**config.mk**
```make
export PLATFORM = sky130hd
export DESIGN_NAME = vwrite
export DESIGN_NICKNAME = d
export VERILOG_FILES = /design/src/hw/addrgen_pkg.sv /design/src/hw/databus_pkg.sv /design/src/hw/address_gen.sv /design/src/hw/memory_reader.sv /design/src/hw/vwrite.sv
export VERILOG_INCLUDE_DIRS = /design/src /design/src/hw
export SDC_FILE = /design/constraint.sdc
export NUM_CORES = 1
export LEC_CHECK = 0
export BUFFER_PORTS_ARGS = -buffer_cell sky130_fd_sc_hd__buf_2
export CAP_MARGIN = 25
export CORE_UTILIZATION = 56
export CTS_CLUSTER_SIZE = 28
export DETAILED_ROUTE_END_ITERATION = 7
export PLACE_DENSITY = 0.84
export SKIP_CTS_REPAIR_TIMING = 1
export SYNTH_ARGS = -nofsm -noshare
export SYNTH_HDL_FRONTEND = slang
export SYNTH_SLANG_ARGS = --single-unit
```
**constraint.sdc**
```tcl
create_clock -name clk -period 4.9 [get_ports clk]
set_clock_uncertainty 0.2 [all_clocks]
set_input_delay 0.49 -clock clk [delete_from_list [all_inputs] [get_ports clk]]
set_output_delay 0.49 -clock clk [all_outputs]
set_load 0.01 [all_outputs]
```
**src/hw/vwrite_macros.svh**
```systemverilog
`ifndef VWRITE_MACROS_SVH
`define VWRITE_MACROS_SVH

// memory address width, 1024 words
`define VW_ADDR_W 10

// one memory and databus word
`define VW_DATA_W 32

// period and duty counters
`define VW_PERIOD_W 8

// burst length on the databus
`define VW_LEN_W 8

// start delay counter
`define VW_DELAY_W 7

`endif

```
**src/hw/addrgen_pkg.sv**
```systemverilog
`include "vwrite_macros.svh"

package addrgen_pkg;

   // memory address, also used for iteration counts and strides
   typedef logic [`VW_ADDR_W-1:0] addr_t;

   // period or duty count
   typedef logic [`VW_PERIOD_W-1:0] period_t;

   // start delay count
   typedef logic [`VW_DELAY_W-1:0] delay_t;

   // generator FSM
   typedef enum logic [1:0] {
      AG_IDLE,
      AG_DELAY,
      AG_RUN
   } addrgen_state_e;

endpackage

```
**src/hw/databus_pkg.sv**
```systemverilog
`include "vwrite_macros.svh"

package databus_pkg;

   typedef logic [`VW_DATA_W-1:0] bus_data_t;

   // one strobe per byte lane
   typedef logic [`VW_DATA_W/8-1:0] bus_strb_t;

   typedef logic [`VW_LEN_W-1:0] burst_len_t;

   // where the next beat lives: memory output or local buffer
   typedef enum logic [1:0] {
      RD_EMPTY,
      RD_WAIT_DATA,
      RD_FULL
   } reader_state_e;

endpackage

```
**src/hw/address_gen.sv**
```systemverilog
`timescale 1ns/1ps
`include "vwrite_macros.svh"

module address_gen (
   input  logic                clk,
   input  logic                rst,
   input  logic                run_i,
   input  addrgen_pkg::addr_t   start_i,
   input  addrgen_pkg::period_t per_i,
   input  addrgen_pkg::period_t duty_i,
   input  addrgen_pkg::addr_t   incr_i,
   input  addrgen_pkg::addr_t   iter_i,
   input  addrgen_pkg::addr_t   shift_i,
   input  addrgen_pkg::addr_t   iter2_i,
   input  addrgen_pkg::addr_t   shift2_i,
   input  addrgen_pkg::delay_t  delay_i,
   input  logic                ready_i,
   output logic                valid_o,
   output addrgen_pkg::addr_t   addr_o,
   output logic                done_o
);
   import addrgen_pkg::*;

   addrgen_state_e state;
   delay_t         delay_cnt;
   period_t        per_cnt;
   addr_t          iter_cnt;
   addr_t          iter2_cnt;
   addr_t          addr;
   addr_t          outer_base;
   logic           advance;
   logic           last_per;
   logic           last_iter;
   logic           last_outer;

   // only the first duty cycles of each period carry an address
   assign valid_o = (state == AG_RUN) && (per_cnt < duty_i);
   assign addr_o  = addr;

   // hold everything while an address waits for its consumer
   assign advance = (state == AG_RUN) && (ready_i || !valid_o);

   assign last_per   = (per_cnt == per_i - 1'b1);
   assign last_iter  = (iter_cnt == iter_i - 1'b1);
   // zero outer iterations behave as one
   assign last_outer = (iter2_i == '0) || (iter2_cnt == iter2_i - 1'b1);

   always_ff @(posedge clk or posedge rst) begin
      if (rst) begin
         state     <= AG_IDLE;
         done_o    <= 1'b1;
         delay_cnt <= '0;
         per_cnt   <= '0;
         iter_cnt  <= '0;
         iter2_cnt <= '0;
      end else if (run_i) begin
         delay_cnt <= delay_i;
         per_cnt   <= '0;
         iter_cnt  <= '0;
         iter2_cnt <= '0;
         // nothing to generate, finish right away
         done_o    <= (iter_i == '0);
         if (iter_i == '0) begin
            state <= AG_IDLE;
         end else if (delay_i == '0) begin
            state <= AG_RUN;
         end else begin
            state <= AG_DELAY;
         end
      end else begin
         case (state)
            AG_DELAY: begin
               delay_cnt <= delay_cnt - 1'b1;
               if (delay_cnt == delay_t'(1)) begin
                  state <= AG_RUN;
               end
            end
            AG_RUN: begin
               if (advance) begin
                  if (!last_per) begin
                     per_cnt <= per_cnt + 1'b1;
                  end else begin
                     per_cnt <= '0;
                     if (!last_iter) begin
                        iter_cnt <= iter_cnt + 1'b1;
                     end else begin
                        iter_cnt <= '0;
                        if (!last_outer) begin
                           iter2_cnt <= iter2_cnt + 1'b1;
                        end else begin
                           state  <= AG_IDLE;
                           done_o <= 1'b1;
                        end
                     end
                  end
               end
            end
            default: begin
            end
         endcase
      end
   end

   // at the end of a period addr already holds base + (per-1)*incr
   always_ff @(posedge clk) begin
      if (run_i) begin
         addr       <= start_i;
         outer_base <= start_i;
      end else if (advance) begin
         if (!last_per) begin
            addr <= addr + incr_i;
         end else if (!last_iter) begin
            addr <= addr + shift_i;
         end else if (!last_outer) begin
            addr       <= outer_base + shift2_i;
            outer_base <= outer_base + shift2_i;
         end
      end
   end

endmodule

```
**src/hw/memory_reader.sv**
```systemverilog
`timescale 1ns/1ps
`include "vwrite_macros.svh"

module memory_reader (
   input  logic                   clk,
   input  logic                   rst,
   input  logic                   s_valid_i,
   input  addrgen_pkg::addr_t     s_addr_i,
   output logic                   s_ready_o,
   input  logic                   m_ready_i,
   output logic                   m_valid_o,
   output databus_pkg::bus_data_t m_data_o,
   output logic                   mem_enable_o,
   output addrgen_pkg::addr_t     mem_addr_o,
   input  databus_pkg::bus_data_t mem_data_i
);
   import databus_pkg::*;

   reader_state_e state;
   bus_data_t     held_data;
   logic          accept;

   assign m_valid_o = (state != RD_EMPTY);
   assign m_data_o  = (state == RD_FULL) ? held_data : mem_data_i;

   // room for a new word when empty or when the current one leaves now
   assign s_ready_o = (state == RD_EMPTY) || m_ready_i;
   assign accept    = s_valid_i && s_ready_o;

   assign mem_enable_o = accept;
   assign mem_addr_o   = s_addr_i;

   always_ff @(posedge clk or posedge rst) begin
      if (rst) begin
         state <= RD_EMPTY;
      end else begin
         case (state)
            RD_EMPTY: begin
               if (accept) begin
                  state <= RD_WAIT_DATA;
               end
            end
            RD_WAIT_DATA: begin
               if (!m_ready_i) begin
                  state <= RD_FULL;
               end else if (!accept) begin
                  state <= RD_EMPTY;
               end
            end
            RD_FULL: begin
               if (m_ready_i) begin
                  state <= accept ? RD_WAIT_DATA : RD_EMPTY;
               end
            end
            default: begin
               state <= RD_EMPTY;
            end
         endcase
      end
   end

   // park the memory word when the bus stalls
   always_ff @(posedge clk) begin
      if (state == RD_WAIT_DATA && !m_ready_i) begin
         held_data <= mem_data_i;
      end
   end

endmodule

```
**src/hw/vwrite.sv**
```systemverilog
`timescale 1ns/1ps
`include "vwrite_macros.svh"

module vwrite (
   input  logic                    clk,
   input  logic                    rst,
   input  logic                    run_i,
   input  logic                    running_i,
   input  logic                    ping_pong_i,
   input  databus_pkg::bus_data_t  data_i,
   input  addrgen_pkg::addr_t      st_start_i,
   input  addrgen_pkg::period_t    st_per_i,
   input  addrgen_pkg::period_t    st_duty_i,
   input  addrgen_pkg::addr_t      st_incr_i,
   input  addrgen_pkg::addr_t      st_iter_i,
   input  addrgen_pkg::addr_t      st_shift_i,
   input  addrgen_pkg::addr_t      st_iter2_i,
   input  addrgen_pkg::addr_t      st_shift2_i,
   input  addrgen_pkg::delay_t     st_delay_i,
   input  addrgen_pkg::period_t    wr_per_i,
   input  addrgen_pkg::period_t    wr_duty_i,
   input  addrgen_pkg::addr_t      wr_incr_i,
   input  addrgen_pkg::addr_t      wr_iter_i,
   input  addrgen_pkg::addr_t      wr_shift_i,
   input  databus_pkg::burst_len_t wr_length_i,
   input  logic                    wr_enabled_i,
   // bus address is one word wide
   input  databus_pkg::bus_data_t  ext_addr_i,
   input  logic                    db_ready_i,
   input  logic                    db_last_i,
   input  databus_pkg::bus_data_t  mem_rd_data_i,
   output logic                    done_o,
   output logic                    db_valid_o,
   output databus_pkg::bus_data_t  db_addr_o,
   output databus_pkg::bus_data_t  db_wdata_o,
   output databus_pkg::bus_strb_t  db_wstrb_o,
   output databus_pkg::burst_len_t db_len_o,
   output logic                    mem_wr_en_o,
   output addrgen_pkg::addr_t      mem_wr_addr_o,
   output databus_pkg::bus_data_t  mem_wr_data_o,
   output logic                    mem_rd_en_o,
   output addrgen_pkg::addr_t      mem_rd_addr_o
);
   import addrgen_pkg::*;

   logic  pp_state;
   logic  store_done;
   logic  write_done;
   logic  store_gen_done;
   logic  store_valid;
   addr_t store_addr;
   logic  rd_gen_valid;
   logic  rd_gen_ready;
   addr_t rd_gen_addr;
   addr_t rd_addr;
   logic  rd_m_valid;

   assign db_addr_o  = ext_addr_i;
   assign db_wstrb_o = '1;
   assign db_len_o   = wr_length_i;

   // halves swap on every run in ping-pong mode
   always_ff @(posedge clk or posedge rst) begin
      if (rst) begin
         pp_state <= 1'b0;
      end else if (run_i) begin
         pp_state <= ping_pong_i ? !pp_state : 1'b0;
      end
   end

   always_ff @(posedge clk or posedge rst) begin
      if (rst) begin
         store_done <= 1'b1;
         write_done <= 1'b1;
      end else if (run_i) begin
         store_done <= 1'b0;
         write_done <= !wr_enabled_i;
      end else if (running_i) begin
         store_done <= store_gen_done;
         if (db_valid_o && db_ready_i && db_last_i) begin
            write_done <= 1'b1;
         end
      end
   end

   assign done_o = store_done && write_done;

   // store side never stalls, the stream keeps coming
   address_gen store_gen (
      .clk      (clk),
      .rst      (rst),
      .run_i    (run_i),
      .start_i  (st_start_i),
      .per_i    (st_per_i),
      .duty_i   (st_duty_i),
      .incr_i   (st_incr_i),
      .iter_i   (st_iter_i),
      .shift_i  (st_shift_i),
      .iter2_i  (st_iter2_i),
      .shift2_i (st_shift2_i),
      .delay_i  (st_delay_i),
      .ready_i  (1'b1),
      .valid_o  (store_valid),
      .addr_o   (store_addr),
      .done_o   (store_gen_done)
   );

   assign mem_wr_en_o   = store_valid;
   assign mem_wr_addr_o = {ping_pong_i ? pp_state : store_addr[`VW_ADDR_W-1],
                           store_addr[`VW_ADDR_W-2:0]};
   assign mem_wr_data_o = data_i;

   // single inner pattern from address zero
   address_gen write_gen (
      .clk      (clk),
      .rst      (rst),
      .run_i    (run_i && wr_enabled_i),
      .start_i  (addr_t'(0)),
      .per_i    (wr_per_i),
      .duty_i   (wr_duty_i),
      .incr_i   (wr_incr_i),
      .iter_i   (wr_iter_i),
      .shift_i  (wr_shift_i),
      .iter2_i  (addr_t'(1)),
      .shift2_i (addr_t'(0)),
      .delay_i  (delay_t'(0)),
      .ready_i  (rd_gen_ready),
      .valid_o  (rd_gen_valid),
      .addr_o   (rd_gen_addr),
      .done_o   ()
   );

   // read from the half the store side is not using
   assign rd_addr = {ping_pong_i ? !pp_state : rd_gen_addr[`VW_ADDR_W-1],
                     rd_gen_addr[`VW_ADDR_W-2:0]};

   memory_reader reader (
      .clk          (clk),
      .rst          (rst),
      .s_valid_i    (rd_gen_valid),
      .s_addr_i     (rd_addr),
      .s_ready_o    (rd_gen_ready),
      .m_ready_i    (db_ready_i),
      .m_valid_o    (rd_m_valid),
      .m_data_o     (db_wdata_o),
      .mem_enable_o (mem_rd_en_o),
      .mem_addr_o   (mem_rd_addr_o),
      .mem_data_i   (mem_rd_data_i)
   );

   assign db_valid_o = rd_m_valid && !write_done;

endmodule

```
==> results of run 1 <==
worst max path at each step:
stage | to | cells after the start
final | store_gen.iter2_cnt[8] | 8
after detailed placement | write_gen.iter2_cnt[9] | 11
after global placement | store_gen.iter2_cnt[8] | 11
after global routing | write_gen.iter2_cnt[9] | 11
after CTS | store_gen.iter2_cnt[8] | 8
after floorplan | store_gen.iter2_cnt[8] | 8
worst max-delay path, delay by kind of cell, from the launching register on:
| kind | cells | cell delay, ns |
|---|---|---|
| compound gates | 3 | 0.85 |
| xor+xnor | 1 | 0.24 |
| flops | 1 | 0.47 |
| mux | 1 | 0.37 |
| simple gates | 3 | 1.25 |
metrics by stage:
step                cells  hold slack (ns)
finish               1686           0.0533
global route         1686           0.0382
CTS                  1686           0.0393
detailed placement   1654            0.281
global placement     1654            0.274
floorplan            1288            0.252
placed cells by master (no fill, tap or decap), drive strengths merged, types with 30 or more instances in the layout:
| cell | n |
|---|---|
| ha | 75 |
| xnor2 | 47 |
| buf | 233 |
| dfrtp | 69 |
| nor3 | 32 |
| mux2 | 40 |
| edfxtp | 52 |
| a21oi | 85 |
| nor2 | 90 |
| xor2 | 48 |
| inv | 82 |
| nand2 | 82 |
| nand3 | 30 |
| o21ai | 83 |
state kept, by name, summed over array words and instances, names as in the netlist:
signal                cells
store_gen.delay_cnt       7
write_gen.per_cnt         8
store_gen.done_o          1
write_gen.iter2_cnt      10
write_gen.state           1
store_gen.addr_o         10
store_gen.iter_cnt       10
store_gen.iter2_cnt      10
reader.held_data         32
store_gen.per_cnt         8
write_done                1
reader.state              2
store_gen.outer_base     10
store_gen.state           2
pp_state                  1
store_done                1
write_gen.addr_o         10
write_gen.iter_cnt       10
power groups by stage:
| stage | sequential, mW | clock [mW] | combinational, mW |
|---|---|---|---|
| floorplan | 1.42 | 0 | 1.20 |
| global placement | 1.46 | 0 | 1.42 |
| detailed placement | 1.46 | 0 | 1.47 |
| CTS | 1.45 | 1.31 | 1.48 |
| global route | 1.47 | 1.35 | 1.67 |
| finish | 1.45 | 1.30 | 1.49 |
layout make-up:
cell class	instances	area [um^2]
clock buffer	17	425
sequential	134	3570
multi-input combinational	945	6570
fill	1578	7050
timing repair buffer	233	1190
inverter	77	290
tap	265	332
clock inverter	15	168
layer usage:
metal  share of wire, %  wire length, um
met5                  0                0
met4                1.8              481
met3                7.4             2030
met2                 48            13300
met1                 42            11700
kinds of logic after synthesis:
kind of cell               count (synthesis)
adders and majority gates                 80
AOI/OAI and AO/OA                        309
muxes                                     51
and+or+nand+nor                          406
xor gates and xnor gates                  95
DFF                                      134
buffers and inverters                    209
other                                      1
==> flow_metrics.py, run 1 <==
metrics = {
    "worst_setup_path": {
        "slowest_stage": "or4_4",
        "worstReg2RegStart": "store_gen.per_cnt[3]",
        "rr_worst_depth": 8,
        "startpoint_type": "flop",
        "end_kind": "flop",
        "criticalPathCategory": "reg -> reg",
        "r2r_end": "store_gen.iter2_cnt[8]",
        "crit_path_max_fanout": 11,
        "required_ns": 5.00,
        "startpoint": "store_gen.per_cnt[3]",
        "ff2ff_setup_slack_ns": 1.40,
        "crit_chain": "xnor2_1 -> o211ai_1 -> a211o_1 -> nor3_1 -> o211ai_1 -> or4_4 -> nor4_1 -> mux2_2",
        "crit_top_cell": "o211ai_1",
        "slowest_delay_ns": 0.68,
        "worstPathArrival_ns": 3.61,
    },
    "route": {
        "drt_drc_violations_left": 0,
        "drt_iter0_markers": 579,
        "wl_per_cell_um": 16.3,
        "vias": 9992,
        "viasPerCell": 5.93,
        "routed_wl_um": 27400,
        "ant_nets": 0,
        "drtPass1Iterations": 5,
    },
    "synth": {
        "yosysSeqAreaShare_pct": 31.7,
        "synth_area_leaders": "dfrtp_1, edfxtp_1, ha_1, buf_4, mux2_2",
        "synth_edf_count": 52,
        "synth_compound_area_share_pct": 17.4,
        "synth_cells": 1285,
        "yosys.area_share.simple_pct": 19.2,
        "ys.flop_type": "dfrtp_1",
        "synth.avg_cell_area_um2": 8.76,
        "synth_top_cells_by_count": "buf_4, nor2_1, a21oi_1",
        "async_flop_share_pct": 53.7,
        "syn-cell-area_um2": 11300,
        "yosysTopAreaCell": "dfrtp_1",
        "yosys-mux-area-fraction_pct": 4.98,
        "ys_seq_elements": 134,
        "synth_top_family_by_area": "simple AND/OR/NAND/NOR gates",
        "synth_top_area_share_pct": 15.3,
        "ys_warn_count": 0,
        "synth.most_common_cell": "buf_4",
        "synthXorXnorAreaFrac_pct": 7.39,
        "synth_cell_types": 76,
        "yosys.area_share.adder_pct": 9.22,
    },
    "clock_network": {
        "htreeDepth": 4,
        "cts_inserted_buffers": 17,
        "cts.path.max_buffers": 2,
        "cts.sinks": 134,
        "cts_root_buffer": "clkbuf_16",
        "cts.clk_slew.worst_paths_ns": 0.07,
        "cts_tree": "built",
        "worstSkewPairLatency_ns": 0.42,
    },
    "grt": {
        "grt_overflow": 0,
        "grt_max_degree": 73,
        "met2_usage_pct": 45.4,
        "top_usage_layer": "met2",
        "grt_pass1_wl_um": 43400,
        "use_met3_pct": 4.87,
        "grt_pass1_vias": 9342,
        "grt_antenna_before_repair": 0,
        "grt_usage_pct": 26.4,
        "grt_use_met1_pct": 33.2,
    },
    "place": {
        "portBuffers": 224,
        "gp_congestion": 0.901,
        "dp_worst_setup_slack_ns": 0.989,
        "place_area_um2": 12000,
        "hpwl_um": 21100,
    },
    "sta": {
        "tns_ns": 0,
        "tightest_slew_ns": 0.941,
        "drv_slew": 0,
        "setup_viol": 0,
        "grt_setup_unrepaired": "false",
        "min_period_ns": 3.50,
        "relSlewSlack_pct": 37.3,
        "setup_ws_ns": 1.40,
        "fin_crit_sh_pct": 71.5,
        "clock.fmax_mhz": 285,
        "finalHoldViolCount": 0,
    },
    "final_layout": {
        "diodes": 0,
        "final_area_um2": 12500,
        "areaGrowthSynthToFinish_pct": 11.4,
        "finish.utilization_pct": 64.0,
        "drive_gt1_share_pct": 23.1,
        "nets": 1729,
    },
    "flow_run": {
        "max_cap_viol_count": 0,
    },
    "power": {
        "clkPwrFrac_pct": 30.6,
        "p_per_area_nw_per_um2": 338,
        "ir_worst_vdd_mv": 0.306,
        "seqPwrFrac_pct": 34.2,
        "p_leak_nw": 5.57,
        "power_mw": 4.23,
        "p_int_mw": 2.75,
        "combPwrFrac_pct": 35.2,
        "sw_frac_of_total_pct": 35.1,
        "power_switching_mw": 1.49,
    },
    "floorplan": {
        "start_util_pct": 57.5,
        "num_rows": 51,
        "dieHeight_um": 144,
        "die_w_um": 144,
        "core_um2": 19600,
        "dieArea_um2": 20700,
        "io_pins": 373,
    },
    "hold_path": {
        "min-delay-start": "mem_rd_data_i[1]",
        "hp-class": "in -> reg",
        "hold_depth": 1,
        "whs_endpoint": "reader.held_data[1]",
    },
    "run_status": {
        "status": "complete, no violations",
    },
}
Note: power is estimated with default switching activity, not from simulation.
==> run 2: changes to the inputs <==
--- a/config.mk
+++ b/config.mk
@@ -8,10 +8,11 @@
 export LEC_CHECK = 0
 export BUFFER_PORTS_ARGS = -buffer_cell sky130_fd_sc_hd__buf_2
 export CAP_MARGIN = 25
-export CORE_UTILIZATION = 56
+export CORE_ASPECT_RATIO = 1.5
+export CORE_UTILIZATION = 52
 export CTS_CLUSTER_SIZE = 28
 export DETAILED_ROUTE_END_ITERATION = 7
-export PLACE_DENSITY = 0.84
+export PLACE_DENSITY = 0.79
 export SKIP_CTS_REPAIR_TIMING = 1
 export SYNTH_ARGS = -nofsm -noshare
 export SYNTH_HDL_FRONTEND = slang
==> constraint.sdc (replaced) <==
create_clock -name clk -period 3.6 [get_ports clk]
set_clock_uncertainty 0.2 [all_clocks]
set_input_delay 0.36 -clock clk [delete_from_list [all_inputs] [get_ports clk]]
set_output_delay 0.36 -clock clk [all_outputs]
set_load 0.01 [all_outputs]
==> run 2 against run 1 <==
Net effect: the run now ends with hold timing left; register-to-register slack worse by 0.99 ns; sequential share of layout area is 1.2 points lower; utilization is 2.1 points lower; final cell count is 3.4% higher; sequential power is 36% higher; combinational power is 38% higher; critical path type is now reg -> out; largest power group unchanged.
==> flow_metrics.py, run 2 (same netlist as run 1, synthesis figures left out) <==
metrics = {
    "place": {
        "portBuffers": 224,
        "gp_congestion": 0.908,
        "hpwl_um": 21600,
        "dp_worst_setup_slack_ns": 0.179,
        "dp_cells": 1675,
        "place_area_um2": 12100,
    },
    "route": {
        "drt_iter0_markers": 566,
        "routed_wl_um": 29300,
        "drt_drc_violations_left": 0,
        "viasPerCell": 5.86,
        "ant_nets": 0,
        "wl_per_cell_um": 16.8,
        "vias": 10200,
        "drtPass1Iterations": 5,
    },
    "worst_setup_path": {
        "end_kind": "output port",
        "worstPathArrival_ns": 2.64,
        "crit_path_max_fanout": 6,
        "r2r_end": "write_gen.iter2_cnt[9]",
        "ff2ff_setup_slack_ns": 0.41,
        "worstReg2RegStart": "write_gen.iter_cnt[9]",
        "rr_worst_depth": 9,
        "startpoint": "store_gen.per_cnt[1]",
        "endpoint": "mem_wr_en_o",
        "required_ns": 3.04,
        "startpoint_type": "flop",
        "criticalPathCategory": "reg -> out",
    },
    "power": {
        "p_leak_nw": 5.84,
        "sw_frac_of_total_pct": 33.5,
        "power_switching_mw": 1.99,
        "p_per_area_nw_per_um2": 454,
        "power_mw": 5.95,
        "ir_worst_vdd_mv": 0.336,
        "clkPwrFrac_pct": 32.4,
        "p_int_mw": 3.96,
        "combPwrFrac_pct": 34.5,
        "seqPwrFrac_pct": 33.1,
    },
    "final_layout": {
        "areaGrowthSynthToFinish_pct": 16.3,
        "finish.utilization_pct": 61.9,
        "drive_gt1_share_pct": 23.3,
        "diodes": 0,
        "fill_cells": 1748,
        "final_area_um2": 13100,
        "largest-register": "reader.held_data",
        "final_cells": 1743,
        "largest_reg_flops": 32,
        "nets": 1783,
        "final_cell_mix": "buf_2, nor2_1, a21oi_1",
        "layout_commonest_cell": "buf_2",
    },
    "floorplan": {
        "io_pins": 373,
        "num_rows": 65,
        "start_util_pct": 53.3,
        "dieArea_um2": 22300,
        "dieHeight_um": 182,
        "core_um2": 21100,
        "die_w_um": 122,
    },
    "clock_network": {
        "cts_inserted_buffers": 17,
        "htreeDepth": 4,
        "cts.clk_slew.worst_paths_ns": 0.06,
        "cts_tree": "built",
        "cts.path.max_buffers": 2,
        "worstSkewPairLatency_ns": 0.42,
        "cts.sinks": 134,
        "cts_root_buffer": "clkbuf_16",
    },
    "grt": {
        "grt_pass1_wl_um": 46100,
        "grt_max_degree": 39,
        "grt_antenna_before_repair": 0,
        "grt_overflow": 0,
        "grt_pass1_vias": 9965,
        "grt_usage_pct": 25.8,
    },
    "sta": {
        "tightest_slew_ns": 0.741,
        "tns_ns": 0,
        "setup_viol": 0,
        "relSlewSlack_pct": 49.9,
        "min_period_ns": 3.20,
        "grt_setup_unrepaired": "false",
        "finalHoldViolCount": 3,
        "fin_hold_ws_ns": -0.0114,
        "drv_slew": 0,
        "clock.fmax_mhz": 313,
        "setup_ws_ns": 0.404,
        "fin_crit_sh_pct": 88.8,
    },
    "run_status": {
        "status": "complete, but fails checks",
        "violations": "hold timing",
    },
    "flow_run": {
        "max_cap_viol_count": 0,
    },
    "hold_path": {
        "hp-class": "in -> reg",
        "min-delay-start": "st_delay_i[1]",
    },
}
-- run 2: routing by layer --
| metal | part of all wire [%] | vias up | track usage, % |
|---|---|---|---|
| li1 | - | 4909 | - |
| met1 | 40 | 4912 | 28.1 |
| met2 | 53 | 316 | 48.6 |
| met3 | 4.1 | 79 | 3.53 |
| met4 | 2.9 | 0 | 10.9 |
| met5 | 0 | - | 0 |
-- run 2: final cells by class --
type                       count  area, um^2  share of cell area [%]
multi-input combinational    945        6570                    50.2
sequential                   134        3570                    27.2
timing repair buffer         287        1680                    12.9
clock buffer                  23         512                    3.91
tap                          268         335                    2.56
inverter                      77         289                    2.21
clock inverter                 9         136                    1.04
-- run 2: how the worst min path moves through the flow --
stage                             endpoint  slack (ns)  depth (start not counted)
floorplan                  reader.state[1]        0.22                          1
global placement                  pp_state        0.30                          2
detailed placement                pp_state        0.30                          2
CTS                               pp_state       -0.13                          2
global route        store_gen.delay_cnt[6]       0.003                          3
finish              store_gen.delay_cnt[1]       -0.01                          3
-- run 2: worst max-delay path: stages, from the launching register on --
cell      delay (ns)
dfrtp_1         0.46
ha_1            0.31
a21o_1          0.15
a21o_1          0.17
a21o_1          0.17
a21o_1          0.17
a21o_1          0.17
a21o_1          0.18
a211oi_1        0.25
buf_2           0.19
-- run 2: power by group through the flow --
stage	logic [mW]	registers (mW)	clock network, mW
after floorplan	1.63	1.93	0
after global placement	1.95	1.99	0
after detailed placement	2.00	1.99	0
after CTS	2.02	1.97	1.95
after global routing	2.30	1.99	2.01
final	2.05	1.97	1.93
